--- src/debug_macros.svh ---
`ifndef DEBUG_MACROS_SVH
`define DEBUG_MACROS_SVH

// Core and UART widths
`define DBG_WORD_BITS 32
`define DBG_BYTE_BITS 8

// Extent of a state dump
`define DBG_NUM_REGS  32
`define DBG_MEM_WORDS 16

// Command characters r, s, l and n
`define DBG_CMD_RUN  8'h72
`define DBG_CMD_STEP 8'h73
`define DBG_CMD_LOAD 8'h6c
`define DBG_CMD_NEXT 8'h6e

// Terminator word of a program load that is also written to memory
`define DBG_LOAD_END {`DBG_WORD_BITS{1'b1}}

`endif
--- src/debug_pkg.sv ---
`include "debug_macros.svh"

package debug_pkg;

    // One core word seen either whole or as four bytes with index 3 the MSB
    typedef union packed {
        logic [`DBG_WORD_BITS-1:0] word;  // Whole word for core ports
        logic [`DBG_WORD_BITS/`DBG_BYTE_BITS-1:0][`DBG_BYTE_BITS-1:0] bytes;  // Byte lanes
    } dbg_word_u;

endpackage

--- src/debug_unit_top.sv ---
`include "debug_macros.svh"

module debug_unit_top (
    input  logic                             clk,
    input  logic                             reset,
    input  logic                             i_rx_valid,
    input  logic [`DBG_BYTE_BITS-1:0]        i_rx_data,
    input  logic                             i_tx_ready,
    input  logic                             i_core_halt,
    input  logic [`DBG_WORD_BITS-1:0]        i_core_pc,
    input  logic [`DBG_WORD_BITS-1:0]        i_core_cycles,
    input  logic [`DBG_WORD_BITS-1:0]        i_reg_data,
    input  logic [`DBG_WORD_BITS-1:0]        i_mem_data,
    output logic                             o_tx_valid,
    output logic [`DBG_BYTE_BITS-1:0]        o_tx_data,
    output logic                             o_core_run,
    output logic                             o_core_reset,
    output logic [$clog2(`DBG_NUM_REGS)-1:0] o_reg_sel,
    output logic [`DBG_WORD_BITS-1:0]        o_mem_addr,
    output logic                             o_instr_we,
    output logic [`DBG_WORD_BITS-1:0]        o_instr_addr,
    output logic [`DBG_WORD_BITS-1:0]        o_instr_data
);
    import debug_pkg::*;

    logic      cmd_run;
    logic      cmd_step;
    logic      cmd_next;
    logic      idle;
    logic      step_wait;
    logic      dump_req;
    logic      dump_done;
    logic      word_valid;
    logic      word_ready;
    dbg_word_u seq_word;    // Sequencer to serializer
    dbg_word_u instr_word;  // Assembled program word

    cmd_decoder cmd_decoder_inst (
        .clk          (clk),
        .reset        (reset),
        .i_rx_valid   (i_rx_valid),
        .i_rx_data    (i_rx_data),
        .i_idle       (idle),
        .i_step_wait  (step_wait),
        .o_cmd_run    (cmd_run),
        .o_cmd_step   (cmd_step),
        .o_cmd_next   (cmd_next),
        .o_instr_we   (o_instr_we),
        .o_instr_addr (o_instr_addr),
        .o_instr_data (instr_word)
    );

    run_control run_control_inst (
        .clk          (clk),
        .reset        (reset),
        .i_cmd_run    (cmd_run),
        .i_cmd_step   (cmd_step),
        .i_cmd_next   (cmd_next),
        .i_core_halt  (i_core_halt),
        .i_dump_done  (dump_done),
        .o_core_run   (o_core_run),
        .o_core_reset (o_core_reset),
        .o_dump_req   (dump_req),
        .o_idle       (idle),
        .o_step_wait  (step_wait)
    );

    dump_sequencer dump_sequencer_inst (
        .clk           (clk),
        .reset         (reset),
        .i_dump_req    (dump_req),
        .i_core_pc     (i_core_pc),
        .i_core_cycles (i_core_cycles),
        .i_reg_data    (i_reg_data),
        .i_mem_data    (i_mem_data),
        .i_word_ready  (word_ready),
        .o_word_valid  (word_valid),
        .o_word        (seq_word),
        .o_reg_sel     (o_reg_sel),
        .o_mem_addr    (o_mem_addr),
        .o_dump_done   (dump_done)
    );

    byte_serializer byte_serializer_inst (
        .clk          (clk),
        .reset        (reset),
        .i_word_valid (word_valid),
        .i_word       (seq_word),
        .i_tx_ready   (i_tx_ready),
        .o_word_ready (word_ready),
        .o_tx_valid   (o_tx_valid),
        .o_tx_data    (o_tx_data)
    );

    assign o_instr_data = instr_word.word;  // Instruction memory takes the whole word

endmodule

--- src/byte_serializer.sv ---
`include "debug_macros.svh"

module byte_serializer (
    input  logic                      clk,
    input  logic                      reset,
    input  logic                      i_word_valid,
    input  debug_pkg::dbg_word_u      i_word,
    input  logic                      i_tx_ready,
    output logic                      o_word_ready,
    output logic                      o_tx_valid,
    output logic [`DBG_BYTE_BITS-1:0] o_tx_data
);
    import debug_pkg::*;

    localparam int CNT_BITS = $clog2(`DBG_WORD_BITS / `DBG_BYTE_BITS);

    dbg_word_u           hold_word;  // Word being sent
    logic [CNT_BITS-1:0] byte_cnt;   // Lane on the wire counting down
    logic                full;

    always_ff @(posedge clk) begin
        if (reset) begin
            full     <= 1'b0;
            byte_cnt <= '0;
        end else if (!full) begin
            if (i_word_valid) begin
                full     <= 1'b1;
                byte_cnt <= '1;  // Most significant lane first
            end
        end else if (i_tx_ready) begin
            if (byte_cnt == '0) begin
                full <= 1'b0;
            end else begin
                byte_cnt <= byte_cnt - 1'b1;
            end
        end
    end

    always_ff @(posedge clk) begin
        if (!full && i_word_valid) begin
            hold_word <= i_word;
        end
    end

    assign o_word_ready = !full;  // Only take a word when empty
    assign o_tx_valid   = full;
    assign o_tx_data    = hold_word.bytes[byte_cnt];

    a_tx_stable : assert property (@(posedge clk) disable iff (reset)
        (o_tx_valid && !i_tx_ready) |=> (o_tx_valid && $stable(o_tx_data)))
        else $error("transmit byte changed under back-pressure");

endmodule

--- src/dump_sequencer.sv ---
`include "debug_macros.svh"

module dump_sequencer (
    input  logic                                 clk,
    input  logic                                 reset,
    input  logic                                 i_dump_req,
    input  logic [`DBG_WORD_BITS-1:0]            i_core_pc,
    input  logic [`DBG_WORD_BITS-1:0]            i_core_cycles,
    input  logic [`DBG_WORD_BITS-1:0]            i_reg_data,
    input  logic [`DBG_WORD_BITS-1:0]            i_mem_data,
    input  logic                                 i_word_ready,
    output logic                                 o_word_valid,
    output debug_pkg::dbg_word_u                 o_word,
    output logic [$clog2(`DBG_NUM_REGS)-1:0]     o_reg_sel,
    output logic [`DBG_WORD_BITS-1:0]            o_mem_addr,
    output logic                                 o_dump_done
);
    import debug_pkg::*;

    localparam int REG_BITS = $clog2(`DBG_NUM_REGS);
    localparam int MEM_BITS = $clog2(`DBG_MEM_WORDS);

    localparam logic [2:0] PH_IDLE  = 3'd0;
    localparam logic [2:0] PH_PC    = 3'd1;
    localparam logic [2:0] PH_CYC   = 3'd2;
    localparam logic [2:0] PH_REG   = 3'd3;
    localparam logic [2:0] PH_MEM   = 3'd4;
    localparam logic [2:0] PH_DRAIN = 3'd5;  // Last word still in the serializer

    logic [2:0]                phase;
    logic [REG_BITS-1:0]       reg_idx;
    logic [MEM_BITS-1:0]       mem_idx;
    logic [`DBG_WORD_BITS-1:0] sample_word;
    logic                      load_word;
    logic                      accept;
    dbg_word_u                 word_q;

    always_comb begin
        case (phase)
            PH_PC:   sample_word = i_core_pc;
            PH_CYC:  sample_word = i_core_cycles;
            PH_REG:  sample_word = i_reg_data;
            default: sample_word = i_mem_data;
        endcase
    end

    assign load_word = !o_word_valid && (phase != PH_IDLE) && (phase != PH_DRAIN);
    assign accept    = o_word_valid && i_word_ready;

    always_ff @(posedge clk) begin
        if (reset) begin
            phase        <= PH_IDLE;
            o_word_valid <= 1'b0;
            reg_idx      <= '0;
            mem_idx      <= '0;
        end else begin
            if (load_word) begin
                o_word_valid <= 1'b1;
            end else if (accept) begin
                o_word_valid <= 1'b0;
            end
            case (phase)
                PH_IDLE: begin
                    if (i_dump_req) begin
                        phase <= PH_PC;
                    end
                end
                PH_PC: begin
                    if (accept) begin
                        phase <= PH_CYC;
                    end
                end
                PH_CYC: begin
                    if (accept) begin
                        phase <= PH_REG;
                    end
                end
                PH_REG: begin
                    if (accept) begin
                        reg_idx <= reg_idx + 1'b1;
                        if (reg_idx == REG_BITS'(`DBG_NUM_REGS - 1)) begin
                            phase <= PH_MEM;
                        end
                    end
                end
                PH_MEM: begin
                    if (accept) begin
                        mem_idx <= mem_idx + 1'b1;
                        if (mem_idx == MEM_BITS'(`DBG_MEM_WORDS - 1)) begin
                            phase <= PH_DRAIN;
                        end
                    end
                end
                default: begin
                    if (i_word_ready) begin
                        phase <= PH_IDLE;  // Serializer empty again
                    end
                end
            endcase
        end
    end

    // Core read captured once as the word is offered
    always_ff @(posedge clk) begin
        if (load_word) begin
            word_q.word <= sample_word;
        end
    end

    assign o_word      = word_q;
    assign o_reg_sel   = reg_idx;
    assign o_mem_addr  = {{(`DBG_WORD_BITS - MEM_BITS - 2){1'b0}}, mem_idx, 2'b00};  // Byte address
    assign o_dump_done = (phase == PH_DRAIN) && i_word_ready;

endmodule

--- src/run_control.sv ---
module run_control (
    input  logic clk,
    input  logic reset,
    input  logic i_cmd_run,
    input  logic i_cmd_step,
    input  logic i_cmd_next,
    input  logic i_core_halt,
    input  logic i_dump_done,
    output logic o_core_run,
    output logic o_core_reset,
    output logic o_dump_req,
    output logic o_idle,
    output logic o_step_wait
);

    localparam logic [2:0] ST_IDLE       = 3'd0;
    localparam logic [2:0] ST_RUN        = 3'd1;
    localparam logic [2:0] ST_STEP_WAIT  = 3'd2;
    localparam logic [2:0] ST_STEP_PULSE = 3'd3;
    localparam logic [2:0] ST_DUMP       = 3'd4;

    logic [2:0] state;
    logic [2:0] state_next;
    logic       halt_seen;  // Set when the dump follows a halt

    always_comb begin
        state_next = state;
        case (state)
            ST_IDLE: begin
                if (i_cmd_run) begin
                    state_next = ST_RUN;
                end else if (i_cmd_step) begin
                    state_next = ST_STEP_WAIT;
                end
            end
            ST_RUN: begin
                if (i_core_halt) begin
                    state_next = ST_DUMP;
                end
            end
            ST_STEP_WAIT: begin
                if (i_cmd_next) begin
                    state_next = ST_STEP_PULSE;
                end
            end
            ST_STEP_PULSE: state_next = ST_DUMP;  // Exactly one enabled core cycle
            ST_DUMP: begin
                if (i_dump_done) begin
                    state_next = (halt_seen || i_core_halt) ? ST_IDLE : ST_STEP_WAIT;
                end
            end
            default: state_next = ST_IDLE;
        endcase
    end

    always_ff @(posedge clk) begin
        if (reset) begin
            state        <= ST_IDLE;
            o_core_run   <= 1'b0;
            o_core_reset <= 1'b1;
            o_dump_req   <= 1'b0;
            halt_seen    <= 1'b0;
        end else begin
            state        <= state_next;
            o_core_run   <= (state_next == ST_RUN) || (state_next == ST_STEP_PULSE);
            o_core_reset <= (state_next == ST_IDLE);  // Core stays out of reset through the dump
            o_dump_req   <= (state_next == ST_DUMP) && (state != ST_DUMP);
            if (state == ST_RUN) begin
                halt_seen <= 1'b1;  // Run mode only leaves on halt
            end else if (state == ST_STEP_PULSE) begin
                halt_seen <= 1'b0;
            end else if ((state == ST_DUMP) && i_core_halt) begin
                halt_seen <= 1'b1;  // Step landed on a halt
            end
        end
    end

    assign o_idle      = (state == ST_IDLE);
    assign o_step_wait = (state == ST_STEP_WAIT);

    a_run_not_in_reset : assert property (@(posedge clk) disable iff (reset)
        !(o_core_run && o_core_reset))
        else $error("core enabled while held in reset");

endmodule

--- src/cmd_decoder.sv ---
`include "debug_macros.svh"

module cmd_decoder (
    input  logic                      clk,
    input  logic                      reset,
    input  logic                      i_rx_valid,
    input  logic [`DBG_BYTE_BITS-1:0] i_rx_data,
    input  logic                      i_idle,
    input  logic                      i_step_wait,
    output logic                      o_cmd_run,
    output logic                      o_cmd_step,
    output logic                      o_cmd_next,
    output logic                      o_instr_we,
    output logic [`DBG_WORD_BITS-1:0] o_instr_addr,
    output debug_pkg::dbg_word_u      o_instr_data
);
    import debug_pkg::*;

    logic       load_mode;  // Program bytes are expected
    logic [1:0] byte_idx;   // Bytes of the current word already taken
    dbg_word_u  asm_word;   // Word being assembled
    dbg_word_u  full_word;  // Word as it stands once the incoming byte lands in lane 0
    logic       cmd_byte;
    logic       load_byte;
    logic       last_byte;

    assign cmd_byte  = i_rx_valid && !load_mode && i_idle;
    assign load_byte = i_rx_valid && load_mode;
    assign last_byte = load_byte && (byte_idx == 2'd3);

    // Command pulses go out in the cycle the byte arrives
    assign o_cmd_run  = cmd_byte && (i_rx_data == `DBG_CMD_RUN);
    assign o_cmd_step = cmd_byte && (i_rx_data == `DBG_CMD_STEP);
    assign o_cmd_next = i_rx_valid && !load_mode && i_step_wait &&
                        (i_rx_data == `DBG_CMD_NEXT);

    always_comb begin
        full_word          = asm_word;
        full_word.bytes[0] = i_rx_data;  // Only meaningful on the fourth byte
    end

    always_ff @(posedge clk) begin
        if (reset) begin
            load_mode    <= 1'b0;
            byte_idx     <= 2'd0;
            o_instr_we   <= 1'b0;
            o_instr_addr <= '0;
        end else begin
            o_instr_we <= last_byte;  // Write strobe in the cycle after the word completes
            if (load_byte) begin
                byte_idx <= byte_idx + 2'd1;
            end
            if (cmd_byte && (i_rx_data == `DBG_CMD_LOAD)) begin
                load_mode <= 1'b1;
            end else if (last_byte && (full_word.word == `DBG_LOAD_END)) begin
                load_mode <= 1'b0;  // Terminator still gets written
            end
            // Load mode already dropped during the terminator write
            if (o_instr_we) begin
                o_instr_addr <= load_mode ? o_instr_addr + 'd4 : '0;
            end
        end
    end

    // Big-endian placement with the first byte in lane 3
    always_ff @(posedge clk) begin
        if (load_byte) begin
            asm_word.bytes[2'd3 - byte_idx] <= i_rx_data;
        end
    end

    assign o_instr_data = asm_word;

    // A word is never written twice in a row
    a_single_write : assert property (@(posedge clk) disable iff (reset)
        o_instr_we |=> !o_instr_we)
        else $error("instruction write held for two cycles");

endmodule

--- config.mk ---
export PLATFORM = sky130hd
export DESIGN_NAME = debug_unit_top
export DESIGN_NICKNAME = d
export VERILOG_FILES = /design/src/debug_pkg.sv /design/src/debug_unit_top.sv /design/src/byte_serializer.sv /design/src/dump_sequencer.sv /design/src/run_control.sv /design/src/cmd_decoder.sv
export VERILOG_INCLUDE_DIRS = /design/src
export SDC_FILE = /design/constraint.sdc
export NUM_CORES = 1
export LEC_CHECK = 0
export ABC_AREA = 1
export BUFFER_PORTS_ARGS = -buffer_cell sky130_fd_sc_hd__buf_2
export CAP_MARGIN = 20
export CORE_AREA = 8 8 135 137
export CTS_BUF_LIST = sky130_fd_sc_hd__clkbuf_16
export DETAILED_ROUTE_END_ITERATION = 7
export DIE_AREA = 0 0 143 145
export HOLD_SLACK_MARGIN = 0.12
export PLACE_DENSITY = 0.76
export SLEW_MARGIN = 5
export SYNTH_ARGS = -nofsm -noshare
export SYNTH_HDL_FRONTEND = slang
export SYNTH_SLANG_ARGS = --single-unit
export TNS_END_PERCENT = 1
--- constraint.sdc ---
create_clock -name clk -period 3.3 [get_ports clk]
set_clock_uncertainty 0.1 [all_clocks]
set_input_delay 0.33 -clock clk [delete_from_list [all_inputs] [get_ports clk]]
set_output_delay 0.33 -clock clk [all_outputs]
set_load 0.005 [all_outputs]
---- Yosys cells after proc, flatten, opt, wreduce, memory -nomap -nowiden ----
Cells that the tools add are included.
word-level totals
  output and inout port bits .............. 113
  register bits after elaboration ......... 155
  logic and storage cells ................. 132
  input bits .............................. 141
operators by class
  add/sub/neg operators ................... 6
  reductions and logical operators ........ 35
  equal/unequal tests ..................... 32
  $lt $le $gt $ge ......................... 3
  mux-type cells .......................... 38
operator list
  kind                     number
  $pmux W32 S3             1
  $mux W3                  13
  $add A32 B3 Y32 const B  1
  $bwmux W32               1
  $eq A32 B32 Y1 const B   1
  $eq A8 B7 Y1 const B     4
  $mux W32                 1
  $pmux W3 S5              2
  $logic_and A1 B1 Y1      17
  $bmux W8 S2              1
  $demux W8 S2             1
  $mux W8                  2
  $eq A3 B2 Y1 const B     5
  $eq A3 B3 Y1 const B     4
  $ne A2 B1 Y1 const B     6
  $mux W1                  11
  $mux W2                  5
  $eq A3 B1 Y1 const B     3
  $logic_not A3 Y1         3
  $reduce_and A8 Y1        1
  $lt A2 B3 Y1 const B     2
  $ne A2 B2 Y1 const B     3
  $ne A3 B3 Y1 const B     2
  $ne A6 B6 Y1 const B     1
  other kinds (16)         23

---- Depth between registers and ports, before layout ----
  depth in word-level cells ............... 9
  depth in mapped cells ................... 11
  gate-level depth less buffers ........... 11

---- Modules after synthesis ----
Synthesis repeated with hierarchy kept, for this count alone.
unflattened totals
  cells, all modules ...................... 826
  area, all modules ....................... 7374.6 µm²
by module, submodules not included
  module           cells an instance  instances  sequential area each (µm²)  area an instance (µm²)
  cmd_decoder      351                1          1641.6                      2971.6
  dump_sequencer   327                1          1221.2                      2633.8
  byte_serializer  98                 1          1021.0                      1433.9
  run_control      50                 1          140.1                       335.3

---- Worst setup path after synthesis ----
Ideal clock, no wire load.
  path kind ............................... flip-flop to flip-flop
  start point ............................. register dump_sequencer_inst.phase[2]
  end point ............................... register dump_sequencer_inst.word_q (netlist bit dump_sequencer_inst.o_word[0]), enable pin
  period minus slack after synthesis ...... 3.466 ns
  cell stages (with the launch flop) ...... 5
  buffers on the path ..................... 1
  path slack .............................. -0.166 ns
  arrival ................................. 2.903 ns
  setup time .............................. 0.464 ns
  required time ........................... 2.736 ns
  cells stage by stage .................... dfxtp_1 > buf_2 > inv_1 > nor2_1 > nor3_1
between the ends
  cells in the longest elaborated chain, start to end .. 3
  elaborated cells on any way between the ends .. 4
  those cells by class .................... 1 x eq/ne; 3 x reduce/logical
ends and longest elaborated chain
  what                                     line                  text
  start: declaration                       dump_sequencer.sv:30  logic [2:0] phase;
  start signal: assignment                 dump_sequencer.sv:52  phase <= PH_IDLE;
  start signal: assignment                 dump_sequencer.sv:65  phase <= PH_PC;
  start signal: assignment                 dump_sequencer.sv:70  phase <= PH_CYC;
  $reduce_bool A3 Y1                       dump_sequencer.sv:47  assign load_word = !o_word_valid && (phase != PH_IDLE) && (phase != PH_DRAIN);
  $logic_and A1 B1 Y1                      dump_sequencer.sv:47
  $logic_and A1 B1 Y1 (*)                  dump_sequencer.sv:47
  named net dump_sequencer_inst.load_word  dump_sequencer.sv:34  logic load_word;
  end: declaration                         dump_sequencer.sv:36  dbg_word_u word_q;
The timed path passes the listed nets; every way through them passes the cells marked *.
A chain may end at the register's enable or synchronous reset.

---- Final worst setup path ----
  start point ............................. register dump_sequencer_inst.phase[2]
  end point ............................... register dump_sequencer_inst.word_q (netlist bit dump_sequencer_inst.o_word[26]) (data pin)
between the ends
  cells in the longest elaborated chain, start to end .. 2
  elaborated cells on any way between the ends .. 4
  those cells by class .................... 3 x eq/ne; 1 x mux
ends and longest elaborated chain
  what                                           line                  text
  $eq A3 B2 Y1 or $eq A3 B1 Y1 (tied branches)   dump_sequencer.sv:39  case (phase)
  $pmux W32 S3 (*)                               dump_sequencer.sv:39
  named net dump_sequencer_inst.sample_word[26]  dump_sequencer.sv:33  logic [`DBG_WORD_BITS-1:0] sample_word;
Marked as above.

==> results.yml <==
sta:
  grt_setup_unrepaired: "no"
  setup_viol: 0
  max_freq_mhz: 373
  drv_slew: 0
  worst_slack_ns: 0.616
  tns_ns: 0
  post-route-period-util_pct: 81.3
  hold_violations: 0
  hold_slack_ns: 0.142
  finalCriticalPeriod_ns: 2.68
  slew_headroom_pct: 30.8
  tightestPinTransition_ns: 1.04
clocking:
  ctsResizeCount: 0
  cts_tree: "done"
  cts_root_buf: "clkbuf_16"
  cts_setup_buffers: 0
  cts.path.max_buffers: 2
  cts.sinks: 153
  insertion_delay_ns: 0.42
  cts_buffers: 17
  clkTransAtPathRegs_ns: 0.06
  htreeDepth: 4
worst_setup_path:
  worst-setup-path-type: "flip-flop to flip-flop"
  rrSetupSlack_ns: 0.62
  rr_startpoint: "dump_sequencer_inst.phase[2]"
  crit_start: "dump_sequencer_inst.phase[2]"
  path_max_fanout: 32
  startpoint_type: "flip-flop"
  crit_path_end_kind: "flip-flop"
  cp.required_ns: 3.37
  slowest_stage: "dlygate4sd3_1"
  cpPeakStageDelay_ns: 0.57
  cp_cell_sequence: "inv_1 > nand3_1 > inv_1 > a22oi_1 > nand3_1 > dlygate4sd3_1"
  arrival_ns: 2.75
die:
  die_h_um: 145
  io_pins: 254
  core.rowCount: 47
  dieWidth_um: 143
  coreArea_mm2: 0.0162
  die_area_mm2: 0.0207
  initial_core_util_pct: 44.1
final_layout:
  fill_cells: 1328
  layout_common_cells: "buf_2 (223), nand2_1 (181), edfxtp_1 (96), nor2_1 (93), inv_1 (74)"
  antenna_cells: 0
  mostFrequentLayoutCell: "buf_2"
  final_layout_size_suffix_gt1_share_pct: 25.6
  area_growth_pct: 35.6
  nNetsFinal: 1235
worst_hold_path:
  hp-start: "i_reg_data[19]"
  hold_class: "input port to flip-flop"
status:
  status: "completed"
drt:
  wl_per_cell_um: 15.0
  drtIter0Drc: 457
  via_per_inst: 4.96
  num_vias: 6538
  drcViolationCount: 0
  ant_nets: 0
  drtPass1Iterations: 5
  finalWirelength_um: 19700
synthesis:
  synth.avg_cell_area_um2: 9.01
  ys_warn_count: 0
  synth_cell_types: 41
  synthArstFlopShare_pct: 0
  synth.yosys.seq_area_share_pct: 56.4
  synth_area_leaders: "edfxtp_1 (40%), dfxtp_1 (16%), nand2_1 (9.5%)"
  synthFlopType: "edfxtp_1"
  synth.ff_latch_count: 153
  synth_edf_count: 96
  synth_top_area_share_pct: 40.4
  synth_cells: 792
  yosysTopAreaCell: "edfxtp_1"
  netlist_area_mm2: 0.00713
place:
  dp_hpwl_um: 14000
  place_ws_ns: 1.12
  gp_congestion: 0.827
  io_buffers: 223
grt:
  grt_max_degree: 36
  grt_pass1_wl_um: 31100
  first_global_vias: 6503
  antenna_found_initial: 0
  grtUsageTotal_pct: 18.8
  grt-ovfl-total: 0
power_and_ir_drop:
  powerDensity_mw_per_mm2: 699
  p_leak_nw: 4.21
  report.power.total_mw: 6.76
  ir_drop_mv: 0.639
job:
  cap_violations: 0
## critical path, delay by kind of cell, from the launching register on
kind | cells | cell delay, ns
compound gates | 1 | 0.47
buf+inv | 3 | 1.15
flops | 1 | 0.48
simple gates | 2 | 0.22
## stage by stage
stage          instance area (um2)  instances  util (%)
6_report                      9670       1318      59.8
5_1_grt                       9670       1318      59.8
4_1_cts                       9640       1317      59.6
3_5_place_dp                  8350       1216      51.7
3_3_place_gp                  8350       1216      51.7
2_1_floorplan                 7250        821         -
## state kept, by name, indices dropped and copies added, names as in the netlist, 2 cells and up
register                        count
cmd_decoder_inst.o_instr_data      32
byte_serializer_inst.hold_word     32
byte_serializer_inst.byte_cnt       2
dump_sequencer_inst.phase           3
dump_sequencer_inst.mem_idx         4
dump_sequencer_inst.o_word         32
cmd_decoder_inst.o_instr_addr      30
dump_sequencer_inst.o_reg_sel       5
cmd_decoder_inst.byte_idx           2
run_control_inst.state              3
## synth_stat cells, types with 2 or more instances
library cell and n:
nor2_2 5, nor3_2 2, edfxtp_1 96, buf_4 31, ha_1 9, nor3_1 19, buf_1 2, a22oi_1 20
clkbuf_1 11, a31oi_1 2, nor3b_1 2, nand2_2 4, dfxtp_1 57, o21ai_0 40, nor2_4 4, o21ai_1 2
o22ai_1 8, or2_2 2, nand3_1 53, a21oi_1 26, nand4_1 25, inv_1 73, nand2_4 2, nand2_1 181
buf_2 8, nor2_1 93
## report_power, final
| part | internal (mW) | leakage [nW] | switching (mW) |
|---|---|---|---|
| combinational | 0.874 | 2.56 | 1.10 |
| sequential | 2.65 | 1.35 | 0.165 |
| clock | 1.19 | 0.298 | 0.772 |
## layer usage
metal	routed length [um]	global-route usage, %
met5	0	0
met1	7790	20.7
met4	483	7.23
met2	9740	33.1
met3	1710	5.38
## final timing paths
kind | end | cells past startpoint
worst max register to register | dump_sequencer_inst.o_word[26] | 6
worst min-delay path | dump_sequencer_inst.o_word[19] | 3
worst max-delay path | dump_sequencer_inst.o_word[26] | 6
worst min register to register | byte_serializer_inst.hold_word[6] | 0
## layout make-up
| class | instances | area (um2) | share of cell area (%) |
|---|---|---|---|
| well taps | 220 | 275 | 2.85 |
| clock buffers | 17 | 425 | 4.40 |
| clock inverters | 15 | 174 | 1.80 |
| inverters | 74 | 278 | 2.87 |
| flip-flops and latches | 153 | 4020 | 41.6 |
| multi-input cells | 542 | 2630 | 27.2 |
| repair buffers | 297 | 1860 | 19.3 |
## cell families after synthesis
group | share of synthesized area [%]
and+or+nand+nor | 25.1
DFF | 56.4
buffers and inverters | 8.40
AOI/OAI and AO/OA | 8.30
adders and majority gates | 1.58
xor gates and xnor gates | 0.123
other | 0.0526
## repair_timing
| item | CTS | global route |
|---|---|---|
| hold endpoints to repair | 61 | 0 |
| hold buffers | 69 | 0 |
| setup endpoints to repair | 0 | 0 |
(Power assumes the default switching activity.)
